<file path="src/hdl/axi_wr_pkg.sv">
`default_nettype none

package axi_wr_pkg;

    localparam int addr_w_c = 32;
    localparam int data_w_c = 32;
    localparam int len_w_c  = 8;

    typedef logic [addr_w_c-1:0]   axi_addr_t;
    typedef logic [data_w_c-1:0]   axi_data_t;
    typedef logic [data_w_c/8-1:0] axi_strb_t;
    typedef logic [len_w_c-1:0]    axi_len_t;
    typedef logic [2:0]            axi_size_t;

    // awsize codes for the beat widths in use.
    localparam axi_size_t size_byte_c = 3'd0;
    localparam axi_size_t size_half_c = 3'd1;
    localparam axi_size_t size_word_c = 3'd2;

    typedef struct packed {
        axi_addr_t awaddr;
        axi_len_t  awlen;
        axi_size_t awsize;
    } axi_aw_t;

    typedef struct packed {
        axi_data_t wdata;
        axi_strb_t wstrb;
        logic      wlast;
    } axi_w_t;

endpackage

`default_nettype wire

</file>
<file path="src/hdl/cache_wb_pkg.sv">
`default_nettype none

package cache_wb_pkg;

    // geometry of one data cache line.
    localparam int line_bytes_c     = 16;
    localparam int words_per_line_c = 4;

    // entries held between ingress and the bus master.
    localparam int wb_depth_c = 4;

    typedef logic [31:0]               addr_t;
    typedef logic [31:0]               word_t;
    typedef logic [3:0]                strb_t;
    typedef logic [line_bytes_c*8-1:0] line_t;

    // write request as the cache controller offers it.
    typedef struct packed {
        logic  uncached;
        addr_t addr;
        word_t word;
        strb_t strb;
        line_t line;
    } wr_req_t;

    // burst command as it waits in the write buffer.
    // strb only matters for an uncached store.
    typedef struct packed {
        addr_t      addr;
        logic [7:0] len;
        logic [2:0] size;
        logic       uncached;
        strb_t      strb;
        line_t      payload;
    } wr_cmd_t;

endpackage

`default_nettype wire
</file>
<file path="src/hdl/cache_wb_top.sv">
`timescale 1ns/10ps
`default_nettype none

module cache_wb_top
    import cache_wb_pkg::*;
    import axi_wr_pkg::*;
(
    input  wire logic    clk,
    input  wire logic    rst,

    input  wire logic    req_valid,
    input  wire wr_req_t req,
    output logic         req_ready,

    output logic         awvalid,
    output axi_aw_t      aw,
    input  wire logic    awready,
    output logic         wvalid,
    output axi_w_t       w,
    input  wire logic    wready,
    input  wire logic    bvalid,
    output logic         bready,

    output logic         empty
);

    logic    ing_valid;
    wr_cmd_t ing_cmd;
    logic    ing_ready;
    logic    buf_valid;
    wr_cmd_t buf_cmd;
    logic    buf_ready;
    logic    buf_empty;
    logic    busy;

    wr_ingress i_ingress (
        .clk       (clk),
        .rst       (rst),
        .req_valid (req_valid),
        .req       (req),
        .req_ready (req_ready),
        .ing_valid (ing_valid),
        .ing_cmd   (ing_cmd),
        .ing_ready (ing_ready)
    );

    wr_buffer i_buffer (
        .clk       (clk),
        .rst       (rst),
        .ing_valid (ing_valid),
        .ing_cmd   (ing_cmd),
        .ing_ready (ing_ready),
        .buf_valid (buf_valid),
        .buf_cmd   (buf_cmd),
        .buf_ready (buf_ready),
        .buf_empty (buf_empty)
    );

    axi_wr_master i_master (
        .clk       (clk),
        .rst       (rst),
        .buf_valid (buf_valid),
        .buf_cmd   (buf_cmd),
        .buf_ready (buf_ready),
        .awvalid   (awvalid),
        .aw        (aw),
        .awready   (awready),
        .wvalid    (wvalid),
        .w         (w),
        .wready    (wready),
        .bvalid    (bvalid),
        .bready    (bready),
        .busy      (busy)
    );

    // nothing held in any stage and no burst waiting for its response.
    assign empty = !ing_valid && buf_empty && !busy;

endmodule

`default_nettype wire

</file>
<file path="src/hdl/axi_wr_master.sv">
`timescale 1ns/10ps
`default_nettype none

module axi_wr_master
    import cache_wb_pkg::*;
    import axi_wr_pkg::*;
(
    input  wire logic    clk,
    input  wire logic    rst,

    input  wire logic    buf_valid,
    input  wire wr_cmd_t buf_cmd,
    output logic         buf_ready,

    output logic         awvalid,
    output axi_aw_t      aw,
    input  wire logic    awready,

    output logic         wvalid,
    output axi_w_t       w,
    input  wire logic    wready,

    input  wire logic    bvalid,
    output logic         bready,

    output logic         busy
);

    typedef enum logic [1:0] {
        IDLE,
        ADDR,
        DATA,
        RESP
    } state_t;

    state_t     state;
    wr_cmd_t    cmd_q;
    logic [7:0] beat;
    logic       last_beat;

    // pop pulse, the command is taken on this edge.
    assign buf_ready = (state == IDLE) && buf_valid;
    assign busy      = state != IDLE;
    assign last_beat = beat == cmd_q.len;

    assign awvalid   = state == ADDR;
    assign aw.awaddr = cmd_q.addr;
    assign aw.awlen  = cmd_q.len;
    assign aw.awsize = cmd_q.size;

    // one payload word per beat, lowest word first.
    assign wvalid  = state == DATA;
    assign w.wdata = cmd_q.payload[beat*$bits(word_t) +: $bits(word_t)];
    assign w.wstrb = cmd_q.uncached ? cmd_q.strb : '1;
    assign w.wlast = last_beat;

    assign bready = state == RESP;

    always_ff @(posedge clk) begin
        if (rst) begin
            state <= IDLE;
            beat  <= '0;
        end else begin
            case (state)
                IDLE: begin
                    if (buf_valid) begin
                        state <= ADDR;
                        beat  <= '0;
                    end
                end
                ADDR: begin
                    if (awready) begin
                        state <= DATA;
                    end
                end
                DATA: begin
                    if (wready) begin
                        if (last_beat) begin
                            state <= RESP;
                        end else begin
                            beat <= beat + 1'b1;
                        end
                    end
                end
                RESP: begin
                    // response code is not checked.
                    if (bvalid) begin
                        state <= IDLE;
                    end
                end
                default: begin
                    state <= IDLE;
                end
            endcase
        end
    end

    always_ff @(posedge clk) begin
        if (buf_ready) begin
            cmd_q <= buf_cmd;
        end
    end

    a_aw_stable : assert property (@(posedge clk) disable iff (rst)
        awvalid && !awready |=> awvalid && $stable(aw))
        else $error("AW changed before awready");

    a_w_stable : assert property (@(posedge clk) disable iff (rst)
        wvalid && !wready |=> wvalid && $stable(w))
        else $error("W changed before wready");

    // ingress never builds a burst longer than one line.
    a_len_fits : assert property (@(posedge clk) disable iff (rst)
        buf_ready |-> buf_cmd.len < words_per_line_c)
        else $error("burst length exceeds line");

endmodule

`default_nettype wire

</file>
<file path="src/hdl/wr_buffer.sv">
`timescale 1ns/10ps
`default_nettype none

module wr_buffer
    import cache_wb_pkg::*;
(
    input  wire logic    clk,
    input  wire logic    rst,

    input  wire logic    ing_valid,
    input  wire wr_cmd_t ing_cmd,
    output logic         ing_ready,

    output logic         buf_valid,
    output wr_cmd_t      buf_cmd,
    input  wire logic    buf_ready,
    output logic         buf_empty
);

    wr_cmd_t                         mem [wb_depth_c];
    logic [$clog2(wb_depth_c)-1:0]   wr_ptr;
    logic [$clog2(wb_depth_c)-1:0]   rd_ptr;
    logic [$clog2(wb_depth_c+1)-1:0] count;
    logic                            push;
    logic                            pop;

    assign ing_ready = count != wb_depth_c;
    assign buf_valid = count != '0;
    assign buf_empty = count == '0;
    assign buf_cmd   = mem[rd_ptr];

    assign push = ing_valid && ing_ready;
    assign pop  = buf_ready && buf_valid;

    always_ff @(posedge clk) begin
        if (push) begin
            mem[wr_ptr] <= ing_cmd;
        end
    end

    always_ff @(posedge clk) begin
        if (rst) begin
            wr_ptr <= '0;
            rd_ptr <= '0;
        end else begin
            if (push) begin
                wr_ptr <= (wr_ptr == wb_depth_c - 1) ? '0 : wr_ptr + 1'b1;
            end
            if (pop) begin
                rd_ptr <= (rd_ptr == wb_depth_c - 1) ? '0 : rd_ptr + 1'b1;
            end
        end
    end

    // occupancy, push and pop may land on the same edge.
    always_ff @(posedge clk) begin
        if (rst) begin
            count <= '0;
        end else begin
            case ({push, pop})
                2'b10:   count <= count + 1'b1;
                2'b01:   count <= count - 1'b1;
                default: count <= count;
            endcase
        end
    end

    // a command offered while full waits in ingress, so nothing is lost.
    a_no_push_full : assert property (@(posedge clk) disable iff (rst)
        ing_valid && !ing_ready |=> ing_valid && $stable(ing_cmd))
        else $error("command dropped while buffer full");

    // the master only pops an entry that is there.
    a_no_pop_empty : assert property (@(posedge clk) disable iff (rst)
        buf_ready |-> buf_valid)
        else $error("pop from empty write buffer");

endmodule

`default_nettype wire

</file>
<file path="src/hdl/wr_ingress.sv">
`timescale 1ns/10ps
`default_nettype none

module wr_ingress
    import cache_wb_pkg::*;
    import axi_wr_pkg::*;
(
    input  wire logic    clk,
    input  wire logic    rst,

    input  wire logic    req_valid,
    input  wire wr_req_t req,
    output logic         req_ready,

    output logic         ing_valid,
    output wr_cmd_t      ing_cmd,
    input  wire logic    ing_ready
);

    logic      take;
    axi_size_t store_size;
    wr_cmd_t   next_cmd;

    // the output register takes a new request while it drains the old one.
    assign req_ready = !ing_valid || ing_ready;
    assign take      = req_valid && req_ready;

    // beat size of an uncached store follows its strobe pattern.
    always_comb begin
        case (req.strb)
            4'b0001, 4'b0010, 4'b0100, 4'b1000: store_size = size_byte_c;
            4'b0011, 4'b0110, 4'b1100:          store_size = size_half_c;
            default:                            store_size = size_word_c;
        endcase
    end

    always_comb begin
        next_cmd.uncached = req.uncached;
        next_cmd.strb     = req.strb;
        if (req.uncached) begin
            next_cmd.addr    = req.addr;
            next_cmd.len     = 8'd0;
            next_cmd.size    = store_size;
            next_cmd.payload = line_t'(req.word);
        end else begin
            // evictions start on the line boundary.
            next_cmd.addr    = req.addr & ~addr_t'(line_bytes_c - 1);
            next_cmd.len     = 8'(words_per_line_c - 1);
            next_cmd.size    = size_word_c;
            next_cmd.payload = req.line;
        end
    end

    always_ff @(posedge clk) begin
        if (rst) begin
            ing_valid <= 1'b0;
        end else if (take) begin
            ing_valid <= 1'b1;
        end else if (ing_ready) begin
            ing_valid <= 1'b0;
        end
    end

    always_ff @(posedge clk) begin
        if (take) begin
            ing_cmd <= next_cmd;
        end
    end

    // the controller keeps a pending request unchanged until it is taken.
    a_req_hold : assert property (@(posedge clk) disable iff (rst)
        req_valid && !req_ready |=> req_valid && $stable(req))
        else $error("write request changed while held");

endmodule

`default_nettype wire

</file>
<file path="config.mk">
export PLATFORM = sky130hd
export DESIGN_NAME = cache_wb_top
export DESIGN_NICKNAME = d
export VERILOG_FILES = /design/src/hdl/axi_wr_pkg.sv /design/src/hdl/cache_wb_pkg.sv /design/src/hdl/cache_wb_top.sv /design/src/hdl/axi_wr_master.sv /design/src/hdl/wr_buffer.sv /design/src/hdl/wr_ingress.sv
export SDC_FILE = /design/constraint.sdc
export NUM_CORES = 1
export LEC_CHECK = 0
export ABC_AREA = 0
export BUFFER_PORTS_ARGS = -buffer_cell sky130_fd_sc_hd__buf_2
export CAP_MARGIN = 20
export CORE_MARGIN = 1.5
export CORE_UTILIZATION = 55
export DETAILED_ROUTE_END_ITERATION = 10
export PLACE_DENSITY_LB_ADDON = 0.08
export SKIP_LAST_GASP = 1
export SYNTH_ARGS = -nofsm -noshare
export SYNTH_HDL_FRONTEND = slang
export SYNTH_SLANG_ARGS = --single-unit
</file>
<file path="constraint.sdc">
create_clock -name clk -period 13.7 [get_ports clk]
set_clock_uncertainty 0.15 [all_clocks]
set_input_delay 1.37 -clock clk [delete_from_list [all_inputs] [get_ports clk]]
set_output_delay 1.37 -clock clk [all_outputs]
set_load 0.03 [all_outputs]
</file>
==> results of run 1 <==
worst register-to-register path, stage by stage (launching register included):
cell      delay [ps]
dfxtp_1          450
nor2_1           140
a21boi_1         530
and2_4           590
buf_4            580
buf_4            790
report_power, final:
part	total, mW	switching [mW]	internal (mW)	leakage (nW)
registers	4.28	0.220	4.06	9.53
logic	1.48	0.869	0.615	3.11
clock network	2.65	1.12	1.53	1.56
total	8.42	2.21	6.21	14.2
area by class of cell:
cell class | count | area, µm²
Sequential cell | 1026 | 30600
Tap cell | 882 | 1100
Antenna cell | 3 | 7.51
Inverter | 15 | 63.8
Multi-Input combinational cell | 485 | 6600
Clock inverter | 60 | 513
Fill cell | 4617 | 25100
Timing Repair Buffer | 302 | 1630
Clock buffer | 123 | 2670
worst min path at each step:
stage | from | end | slack, ps | cells after the start
final | i_ingress.ing_cmd[11] | i_buffer.mem[1][11] | 330 | 0
after global routing | i_ingress.ing_cmd[83] | i_buffer.mem[2][83] | 350 | 0
after CTS | i_ingress.ing_cmd[11] | i_buffer.mem[1][11] | 330 | 0
after detailed placement | i_ingress.ing_cmd[83] | i_buffer.mem[0][83] | 330 | 0
after global placement | i_ingress.ing_cmd[107] | i_buffer.mem[3][107] | 310 | 0
after floorplan | i_ingress.ing_cmd[0] | i_buffer.mem[0][0] | 310 | 0
synthesized netlist by cell type (2+ instances only):
master and count:
nand4_1 2, nor3_1 4, a21oi_1 8, a31oi_1 2
ha_1 12, nand4b_1 2, buf_2 26, mux2i_1 4
nand3b_1 2, nor4_1 2, clkbuf_1 25, o21ai_0 6
or3_1 2, dfxtp_1 18, nor2_1 13, mux2_2 32
and2_1 40, edfxtp_1 1008, nand2b_1 5, buf_4 56
mux4_2 200, and3_4 2, a32o_1 4, nand2_1 9
buf_1 2, inv_1 15, buf_6 2, xor2_1 3
nor2b_1 99, nand3_1 8
metal layers:
metal	vias to the layer above	global-route usage, %	share of wire, %
met5	-	0	0.036
li1	7238	-	-
met3	112	3.74	5.2
met4	4	5.79	2.1
met1	8666	28.6	42
met2	446	33.1	50
cells in the final DEF (no fill, tap or decap), types with 5 or more instances in the layout:
cell type | synthesis | layout
nor2b_1 | 99 | 99
nand2_1 | 9 | 9
nand3_1 | 8 | 8
o21ai_0 | 6 | 6
buf_4 | 56 | 19
clkbuf_1 | 25 | 19
mux2_2 | 32 | 32
and2_1 | 40 | 36
dfxtp_1 | 18 | 14
clkinv_2 | 0 | 20
edfxtp_1 | 1008 | 1008
clkinv_1 | 0 | 22
bufinv_16 | 0 | 8
inv_1 | 15 | 14
conb_1 | 1 | 7
nand2b_1 | 5 | 5
buf_2 | 26 | 279
nor2_1 | 13 | 12
clkbuf_16 | 0 | 104
mux4_2 | 200 | 200
ha_1 | 12 | 12
a21oi_1 | 8 | 8
per-stage QoR:
step	hold slack, ps	cell area (µm²)	setup slack, ps	power (mW)
2_1_floorplan	309	37900	2990	5.50
3_3_place_gp	315	40000	9930	5.84
3_5_place_dp	332	40000	9930	5.87
4_1_cts	333	43200	9360	8.53
5_1_grt	348	43200	9290	8.75
6_report	325	43200	9460	8.42
state kept, by name, summed over array words and instances (netlist names):
| signal | cells |
|---|---|
| i_master.aw | 35 |
| i_buffer.mem | 672 |
| i_master.beat | 8 |
| i_buffer.rd_ptr | 2 |
| i_master.state | 2 |
| i_ingress.ing_valid | 1 |
| i_buffer.count | 3 |
| i_master.cmd_q | 133 |
| i_buffer.wr_ptr | 2 |
| i_ingress.ing_cmd | 168 |
kinds of logic after synthesis:
family	count (synthesis)	synth area share, %
simple gates	196	3.22
flops	1026	80.8
mux	236	12.9
compound gates	30	0.581
buf+inv	126	1.93
other cells	1	0.00989
fa+ha+maj	13	0.449
xor+xnor	3	0.0693
==> results_dict.tcl, run 1 <==
set metrics [dict create \
    status "finished, final reports clean" \
    required_ps 12180 \
    synth.area.top_cells "edfxtp_1 (80%), mux4_2 (12%), nor2b_1 (1.6%), buf_4 (1.1%), dfxtp_1 (0.95%)" \
    period_minus_slack_ps 4240 \
    drv_slew 0 \
    timing.final.crit_share_pct 30.9 \
    ys_seq_area_share_pct 80.8 \
    cts_tree "done" \
    crit_path_end "w[7]" \
    wl_um 70000 \
    synth.largest_area_cell "edfxtp_1" \
    ir_worst_vdd_mv 0.162 \
    max-cap-violations 0 \
    path_class "reg2out" \
    critPathCaptureType "output pin" \
    crit_chain "mux4_2, and2_1, buf_2" \
    hold_path_class "reg2reg" \
    synth_edf_count 1008 \
    grt_pass1_vias 17000 \
    grt.overflow.total 0 \
    start_kind "flop" \
    tns_ps 0 \
    worstPathArrival_ps 2720 \
    cts.path.max_buffers 3 \
    fin_util_pct 63.3 \
    nets 2148 \
    fin_cells 2896 \
    drc_errors 0 \
    ant_nets 0 \
    antenna_found_initial 10 \
    synth_area_per_cell_um2 23.2 \
    path_max_fanout 38 \
    critPathTopFamily "flip-flops" \
    wire_per_inst_um 24.2 \
    async_flop_share_pct 0 \
    ys_ff_latch 1026 \
    setup_viol 0 \
    syn_to_final_growth_pct 14.0 \
    yosysWarnings 0 \
    cp_num_buf_inv 1 \
    cp_num_cells 3 \
    vias 16500 \
    initial_core_util_pct 55.5 \
    ff2ff_path_depth 5 \
    ioPinCount 288 \
    drive_above_1_share_pct 34.6 \
    max_freq_mhz 236 \
    numCtsBuffers 102 \
    rrSetupSlack_ps 10050 \
    clk_pin_slew_worst_paths_ps 60 \
    cts_num_sinks 1026 \
    coreArea_um2 68300 \
    clk_latency_ps 640 \
    critPathLaunch "i_master.beat[0]" \
    vias_per_cell 5.69 \
    postCtsSetupRepairBufs 0 \
    rows 96 \
    cts_resized 0 \
    regToRegEndpoint "i_buffer.mem[1][0]" \
    dr.pass1.iters 5 \
    tightest_slew_ps 1090 \
    cts-hold-fix-buffers 0 \
    dieArea_um2 70500 \
    place_congestion 0.704 \
    initialDrtViolationCount 1164 \
    ys_types 48 \
    grt_max_degree 110 \
    h-tree-depth 3 \
    dpl.cell_count 2708 \
    root_buffer "clkbuf_16" \
    p_leak_nw 14.2 \
    slew_headroom_pct 27.2 \
    grt_pass1_wl_um 106000 \
    power_density_nw_per_um2 195 \
    portBuffers 280 \
    die_h_um 266 \
    synthesis.area_um2 37900 \
    die_width_um 266 \
    synth_ff_type "edfxtp_1" \
    crit_path_max_incr_delay_ps 950 \
    dpl.hpwl_um 37400 \
    rsz0062_at_grt "false" \
    synth_top_area_share_pct 79.8 \
    synth_cells 1631 \
    cp_slowest_cell "dfxtp_4" \
    worstReg2RegStart "i_buffer.count[0]" \
    track_usage_pct 20.3 \
    hold_viol 0 \
]
No activity file was read; power rests on OpenSTA's default activity.
==> run 2: changes to the inputs <==
Settings changed: ABC_AREA 0 to 1.
Clock period 13.7 ns to 4 ns, I/O delays scaled along.
==> run 2 against run 1 <==
Clock power increased to 3.6 times the previous value. Utilization increased by 2.9 points. Total power increased to 4.0 times the previous value. Die area increased by 2.0%. Setup slack got worse by 8600 ps. Critical path depth increased by 3. Non-clock buffer count increased by 214. Area after synthesis increased by 2.0%. Final area increased by 6.7%. Synthesized cell count increased by 69%. First-iteration DRC count increased by 130%. Via count increased by 44%. Critical path type unchanged. Critical endpoint is now w[26].
==> results_dict.tcl, run 2 <==
set metrics [dict create \
    clk_pin_slew_worst_paths_ps 70 \
    ioPinCount 288 \
    power_density_nw_per_um2 721 \
    timing.final.crit_share_pct 78.5 \
    fill_cells 4899 \
    antenna_found_initial 2 \
    postCtsSetupRepairBufs 0 \
    setup_viol 0 \
    synth.area.top_cells "edfxtp_1 (78%), nor2_1 (5.7%), o21ai_0 (4.5%), o22ai_1 (2.7%), nand2_1 (1.3%)" \
    finalWorstSetupSlack_ps 859 \
    ff2ff_path_depth 10 \
    tightest_slew_ps 1200 \
    rows 97 \
    design_area_um2 46100 \
    vias_per_cell 5.63 \
    fin_util_pct 66.1 \
    layout_commonest_cell "edfxtp_1" \
    path_max_fanout 36 \
    largest_reg_flops 672 \
    ys_seq_area_share_pct 79.2 \
    seq_power_share_pct 46.1 \
    register_area_um2 30600 \
    drc_errors 0 \
    cts_tree "done" \
    top_register "i_buffer.mem" \
    power_switching_mw 11.2 \
    wire_per_inst_um 22.6 \
    worstPathArrival_ps 2590 \
    dieArea_um2 71900 \
    swShare_pct 33.7 \
    coreArea_um2 69800 \
    p_leak_nw 16.6 \
    synth_cells 2764 \
    ir_worst_vdd_mv 0.946 \
    synthesis.area_um2 38700 \
    grt_pass1_vias 22600 \
    clk_latency_ps 660 \
    critPathTopFamily "buffers and inverters" \
    die_width_um 268 \
    synth_edf_count 1008 \
    syn_to_final_growth_pct 19.3 \
    cts.path.max_buffers 3 \
    die_h_um 268 \
    max-cap-violations 0 \
    status "finished, final reports clean" \
    numCtsBuffers 101 \
    track_usage_pct 26.4 \
    mostFrequentLayoutCells "edfxtp_1 (1008), nor2_1 (582), o21ai_0 (347), buf_2 (279), dlygate4sd3_1 (198)" \
    required_ps 3450 \
    drv_slew 0 \
    multi_input_area_um2 6520 \
    yosys-top-cells-count "edfxtp_1 (1008), nor2_1 (586), o21ai_0 (347)" \
    place_ws_ps 1560 \
    fin_cells 4209 \
    synth_area_per_cell_um2 14.0 \
    dr.pass1.iters 6 \
    max_freq_mhz 318 \
    crit_chain "buf_4, inv_2, nor2_1, o21ai_0, a21oi_1, buf_2" \
    drive_above_1_share_pct 15.5 \
    cts_num_sinks 1026 \
    cp_num_cells 6 \
    yosysWarnings 0 \
    grt_max_degree 171 \
    dpl.hpwl_um 53300 \
    synth.largest_area_cell "edfxtp_1" \
    h-tree-depth 3 \
    hold_path_class "in2reg" \
    route.met2.wl_um 45800 \
    async_flop_share_pct 0 \
    hold_slack_ps 175 \
    initialDrtViolationCount 2634 \
    p_clk_share_pct 28.8 \
    slew_headroom_pct 20.3 \
    root_buffer "clkbuf_16" \
    top_layer "met5" \
    initial_core_util_pct 55.4 \
    ys_ff_latch 1026 \
    intPower_mw 22.1 \
    synth_top_area_share_pct 78.3 \
    place_congestion 0.917 \
    hold_depth 6 \
    hold_viol 0 \
    dpl.cell_count 3829 \
    synth_most_common_cell "edfxtp_1" \
    ys_types 32 \
    period_minus_slack_ps 3140 \
    cp_slowest_cell "a21oi_1" \
    comb_power_share_pct 25.1 \
    grt_pass1_wl_um 139000 \
    cts-hold-fix-buffers 198 \
    nets 3406 \
    wl_met1_um 38500 \
    cp_num_buf_inv 3 \
    met3_wirelength_um 8250 \
    reg_top3 "i_buffer.mem (672), i_ingress.ing_cmd (168), i_master.cmd_q (133)" \
    grt.overflow.total 0 \
    vias 23700 \
    wl_um 95000 \
    placed_area_um2 40800 \
    critPathCaptureType "output pin" \
    rsz0062_at_grt "false" \
    synth_ff_type "edfxtp_1" \
    ant_nets 0 \
    cts_resized 0 \
    start_kind "flop" \
    portBuffers 280 \
    path_class "reg2out" \
    crit_path_max_incr_delay_ps 370 \
]
## run 2: through the flow
step / total power [mW] / TNS (ps)
after floorplan: 18.7 / -1340270
after global placement: 23.5 / 0
after detailed placement: 23.6 / 0
after CTS: 33.4 / 0
after global routing: 34.6 / 0
final: 33.2 / 0
## run 2: routing by layer
| layer | up-vias | GRT usage [%] |
|---|---|---|
| li1 | 10800 | - |
| met1 | 11800 | 36.7 |
| met2 | 961 | 42.3 |
| met3 | 155 | 5.88 |
| met4 | 2 | 7.48 |
| met5 | - | 0 |
## run 2: cell families (layout without fill, tap and decap cells)
logic type                 count (synthesis)  in the layout  share of synthesized area, %
other                                      1              8                       0.00970
adders and majority gates                 13             13                         0.440
DFF                                     1026           1026                          79.2
and+or+nand+nor                          755            755                          7.54
buffers and inverters                    339            837                          4.07
AOI/OAI and AO/OA                        630            630                          8.74
## run 2: path summary, 6_finish.rpt
check | from | end | slack (ps)
min | awready | i_master.state[0] | 180
max reg2reg | i_buffer.count[0] | i_buffer.count[2] | 1500
min reg2reg | i_ingress.ing_cmd[128] | i_buffer.mem[2][128] | 320
max | i_master.beat[1] | w[26] | 860
## run 2: worst register-to-register path, stage by stage, from the launching register on
cell	delay [ps]
dfxtp_1	320
nor2_1	200
nand2_1	70
nand2_1	400
ha_1	250
inv_1	70
fa_1	380
a21oi_1	160
o21ai_0	130
o21ai_0	180
a21oi_1	60
## run 2: power groups by stage
stage / clock (mW) / sequential (mW) / combinational [mW]
after floorplan: 0 / 14.5 / 4.25
after global placement: 0 / 15.5 / 8.01
after detailed placement: 0 / 15.5 / 8.19
after CTS: 9.72 / 15.3 / 8.38
after global routing: 10.1 / 15.4 / 9.06
final: 9.57 / 15.3 / 8.34
## run 2: layout make-up
class	instances	share of cell area, %
flip-flops and latches	1026	66.4
diodes	1	0.00542
inverters	140	1.20
clock buffers	123	5.95
clock inverters	58	1.36
well taps	940	2.55
multi-input cells	1405	14.1
repair buffers	516	8.36
==> run 3: changes to the inputs <==
Settings changed: CORE_UTILIZATION 55 to 54.
Clock period 4 ns to 2.8 ns, I/O delays scaled along.
==> run 3 against run 2 <==
Cell count increased by 0.76%. Setup slack got worse by 810 ps. Final area increased by 0.65%. Sequential share of layout area decreased by 0.42 points. Combinational power increased by 47%. Global-route usage decreased by 0.73 points. Via count increased by 0.36%. Hold slack got worse by 110 ps. First-iteration DRC count decreased by 5.4%. Largest cell class unchanged. Largest power group unchanged. Highest routed layer unchanged.
==> results_dict.tcl, run 3 (synthesis results as in run 2) <==
set metrics [dict create \
    status "finished, final reports clean" \
    hold_slack_ps 60.6 \
    vias_per_cell 5.61 \
    multi_input_area_um2 6570 \
    wire_per_inst_um 22.3 \
    tightest_slew_ps 751 \
    ant_nets 0 \
    grt_pass1_wl_um 141000 \
    clk_pin_slew_worst_paths_ps 60 \
    ioPinCount 288 \
    required_ps 2370 \
    period_minus_slack_ps 2750 \
    die_h_um 271 \
    timing.final.crit_share_pct 98.2 \
    track_usage_pct 25.7 \
    dieArea_um2 73200 \
    nets 3440 \
    root_buffer "clkbuf_16" \
    h-tree-depth 3 \
    power_mw 46.6 \
    die_width_um 271 \
    crit_chain "buf_16, nor2_1, nor2_2, o21ai_0, a21oi_2, buf_2" \
    cts_num_sinks 1026 \
    antenna_found_initial 1 \
    max_freq_mhz 364 \
    dr.pass1.iters 5 \
    wl_um 94600 \
    cts_tree "done" \
    rows 97 \
    tns_ps 0 \
    dpl.hpwl_um 55900 \
    initial_core_util_pct 54.8 \
    top_register "i_buffer.mem" \
    grt.overflow.total 0 \
    finalWorstSetupSlack_ps 49.1 \
    syn_to_final_growth_pct 20.1 \
    p_leak_nw 16.7 \
    portBuffers 280 \
    ir_worst_vdd_mv 1.14 \
    path_class "reg2out" \
    layout_commonest_cell "edfxtp_1" \
    fill_cells 5053 \
    max-cap-violations 0 \
    largest_reg_flops 672 \
    grt_max_degree 133 \
    postCtsSetupRepairBufs 0 \
    rsz0062_at_grt "true" \
    fin_cells 4241 \
    power_density_nw_per_um2 1000 \
    dpl.cell_count 3856 \
    crit_path_max_incr_delay_ps 420 \
    hold_viol 0 \
    reg_top3 "i_buffer.mem (672), i_ingress.ing_cmd (168), i_master.cmd_q (133)" \
    worstPathArrival_ps 2320 \
    coreArea_um2 70500 \
    path_max_fanout 35 \
    vias 23800 \
    mostFrequentLayoutCells "edfxtp_1 (1008), nor2_1 (578), o21ai_0 (347), buf_2 (279), dlygate4sd3_1 (205)" \
    cts.path.max_buffers 3 \
    rrSetupSlack_ps 600 \
    setup_viol 0 \
    place_ws_ps 616 \
    hold_path_class "in2reg" \
    cp_slowest_cell "dfxtp_4" \
    numCtsBuffers 100 \
    slew_headroom_pct 50.0 \
    start_kind "flop" \
    critPathCaptureType "output pin" \
    register_area_um2 30600 \
    initialDrtViolationCount 2491 \
    drive_above_1_share_pct 16.1 \
    drv_slew 0 \
    place_congestion 0.868 \
    grt_pass1_vias 23400 \
    clk_latency_ps 660 \
    drc_errors 0 \
]
-- run 3: cell types whose count changed in the layout (fill, tap and decap cells not counted), moves of 4 or more --
cell,before,now
clkbuf_16,105,101
clkinv_1,16,27
bufinv_16,12,6
dfxtp_1,14,10
dlygate4sd3_1,198,205
buf_12,15,32
clkbuf_1,13,18
buf_4,24,33
nor2_1,582,578
dfxtp_2,1,5
-- run 3: worst paths after layout --
kind                                        startpoint                    to  depth (start not counted)
worst max-delay path                  i_master.beat[0]                 w[18]                          6
worst min-delay path                            bvalid     i_master.state[0]                          6
worst max register to register       i_master.state[0]    i_master.cmd_q[68]                          6
worst min register to register  i_ingress.ing_cmd[149]  i_buffer.mem[1][142]                          0
-- run 3: layer usage --
metal  vias to the layer above  track usage (%)  wire [µm]
met5                         -                0         12
met4                         2             7.34       2370
met3                       156             4.19       6950
met2                       890             42.3      46400
met1                     11900             35.5      38900
li1                      10900                -          -
-- run 3: cell type report --
type / instances / area share (%)
clock buffers: 120 / 5.59
well taps: 940 / 2.53
flip-flops and latches: 1026 / 66.0
clock inverters: 58 / 1.07
inverters: 140 / 1.19
multi-input cells: 1405 / 14.2
diodes: 1 / 0.00539
repair buffers: 551 / 9.45
-- run 3: power by group --
group | total, mW | switching (mW) | internal, mW
Sequential | 21.6 | 1.35 | 20.2
Combinational | 12.3 | 8.83 | 3.46
Clock | 12.7 | 5.52 | 7.16
Total | 46.6 | 15.7 | 30.9
-- run 3: timing repair --
action	in CTS	in global routing
pin swaps	0	2
hold endpoints to repair	176	0
endpoints found under the setup margin	3	21
gates resized for setup	2	7
hold buffers	205	0
cloned	0	1
-- run 3: worst max-delay path: cells and delay by family, from the launching register on --
family	cells	cell delay, ps
AND/OR/NAND/NOR	2	340
buffers and inverters	2	440
AO/OA/AOI/OAI	2	470
flip-flops	1	420
-- run 3: metrics by stage --
step | utilization (%) | cell area, µm²
6_report | 65.8 | 46400
5_1_grt | 65.8 | 46400
4_1_cts | 65.8 | 46400
3_5_place_dp | 58.5 | 41200
3_3_place_gp | 58.5 | 41200
2_1_floorplan | - | 38800
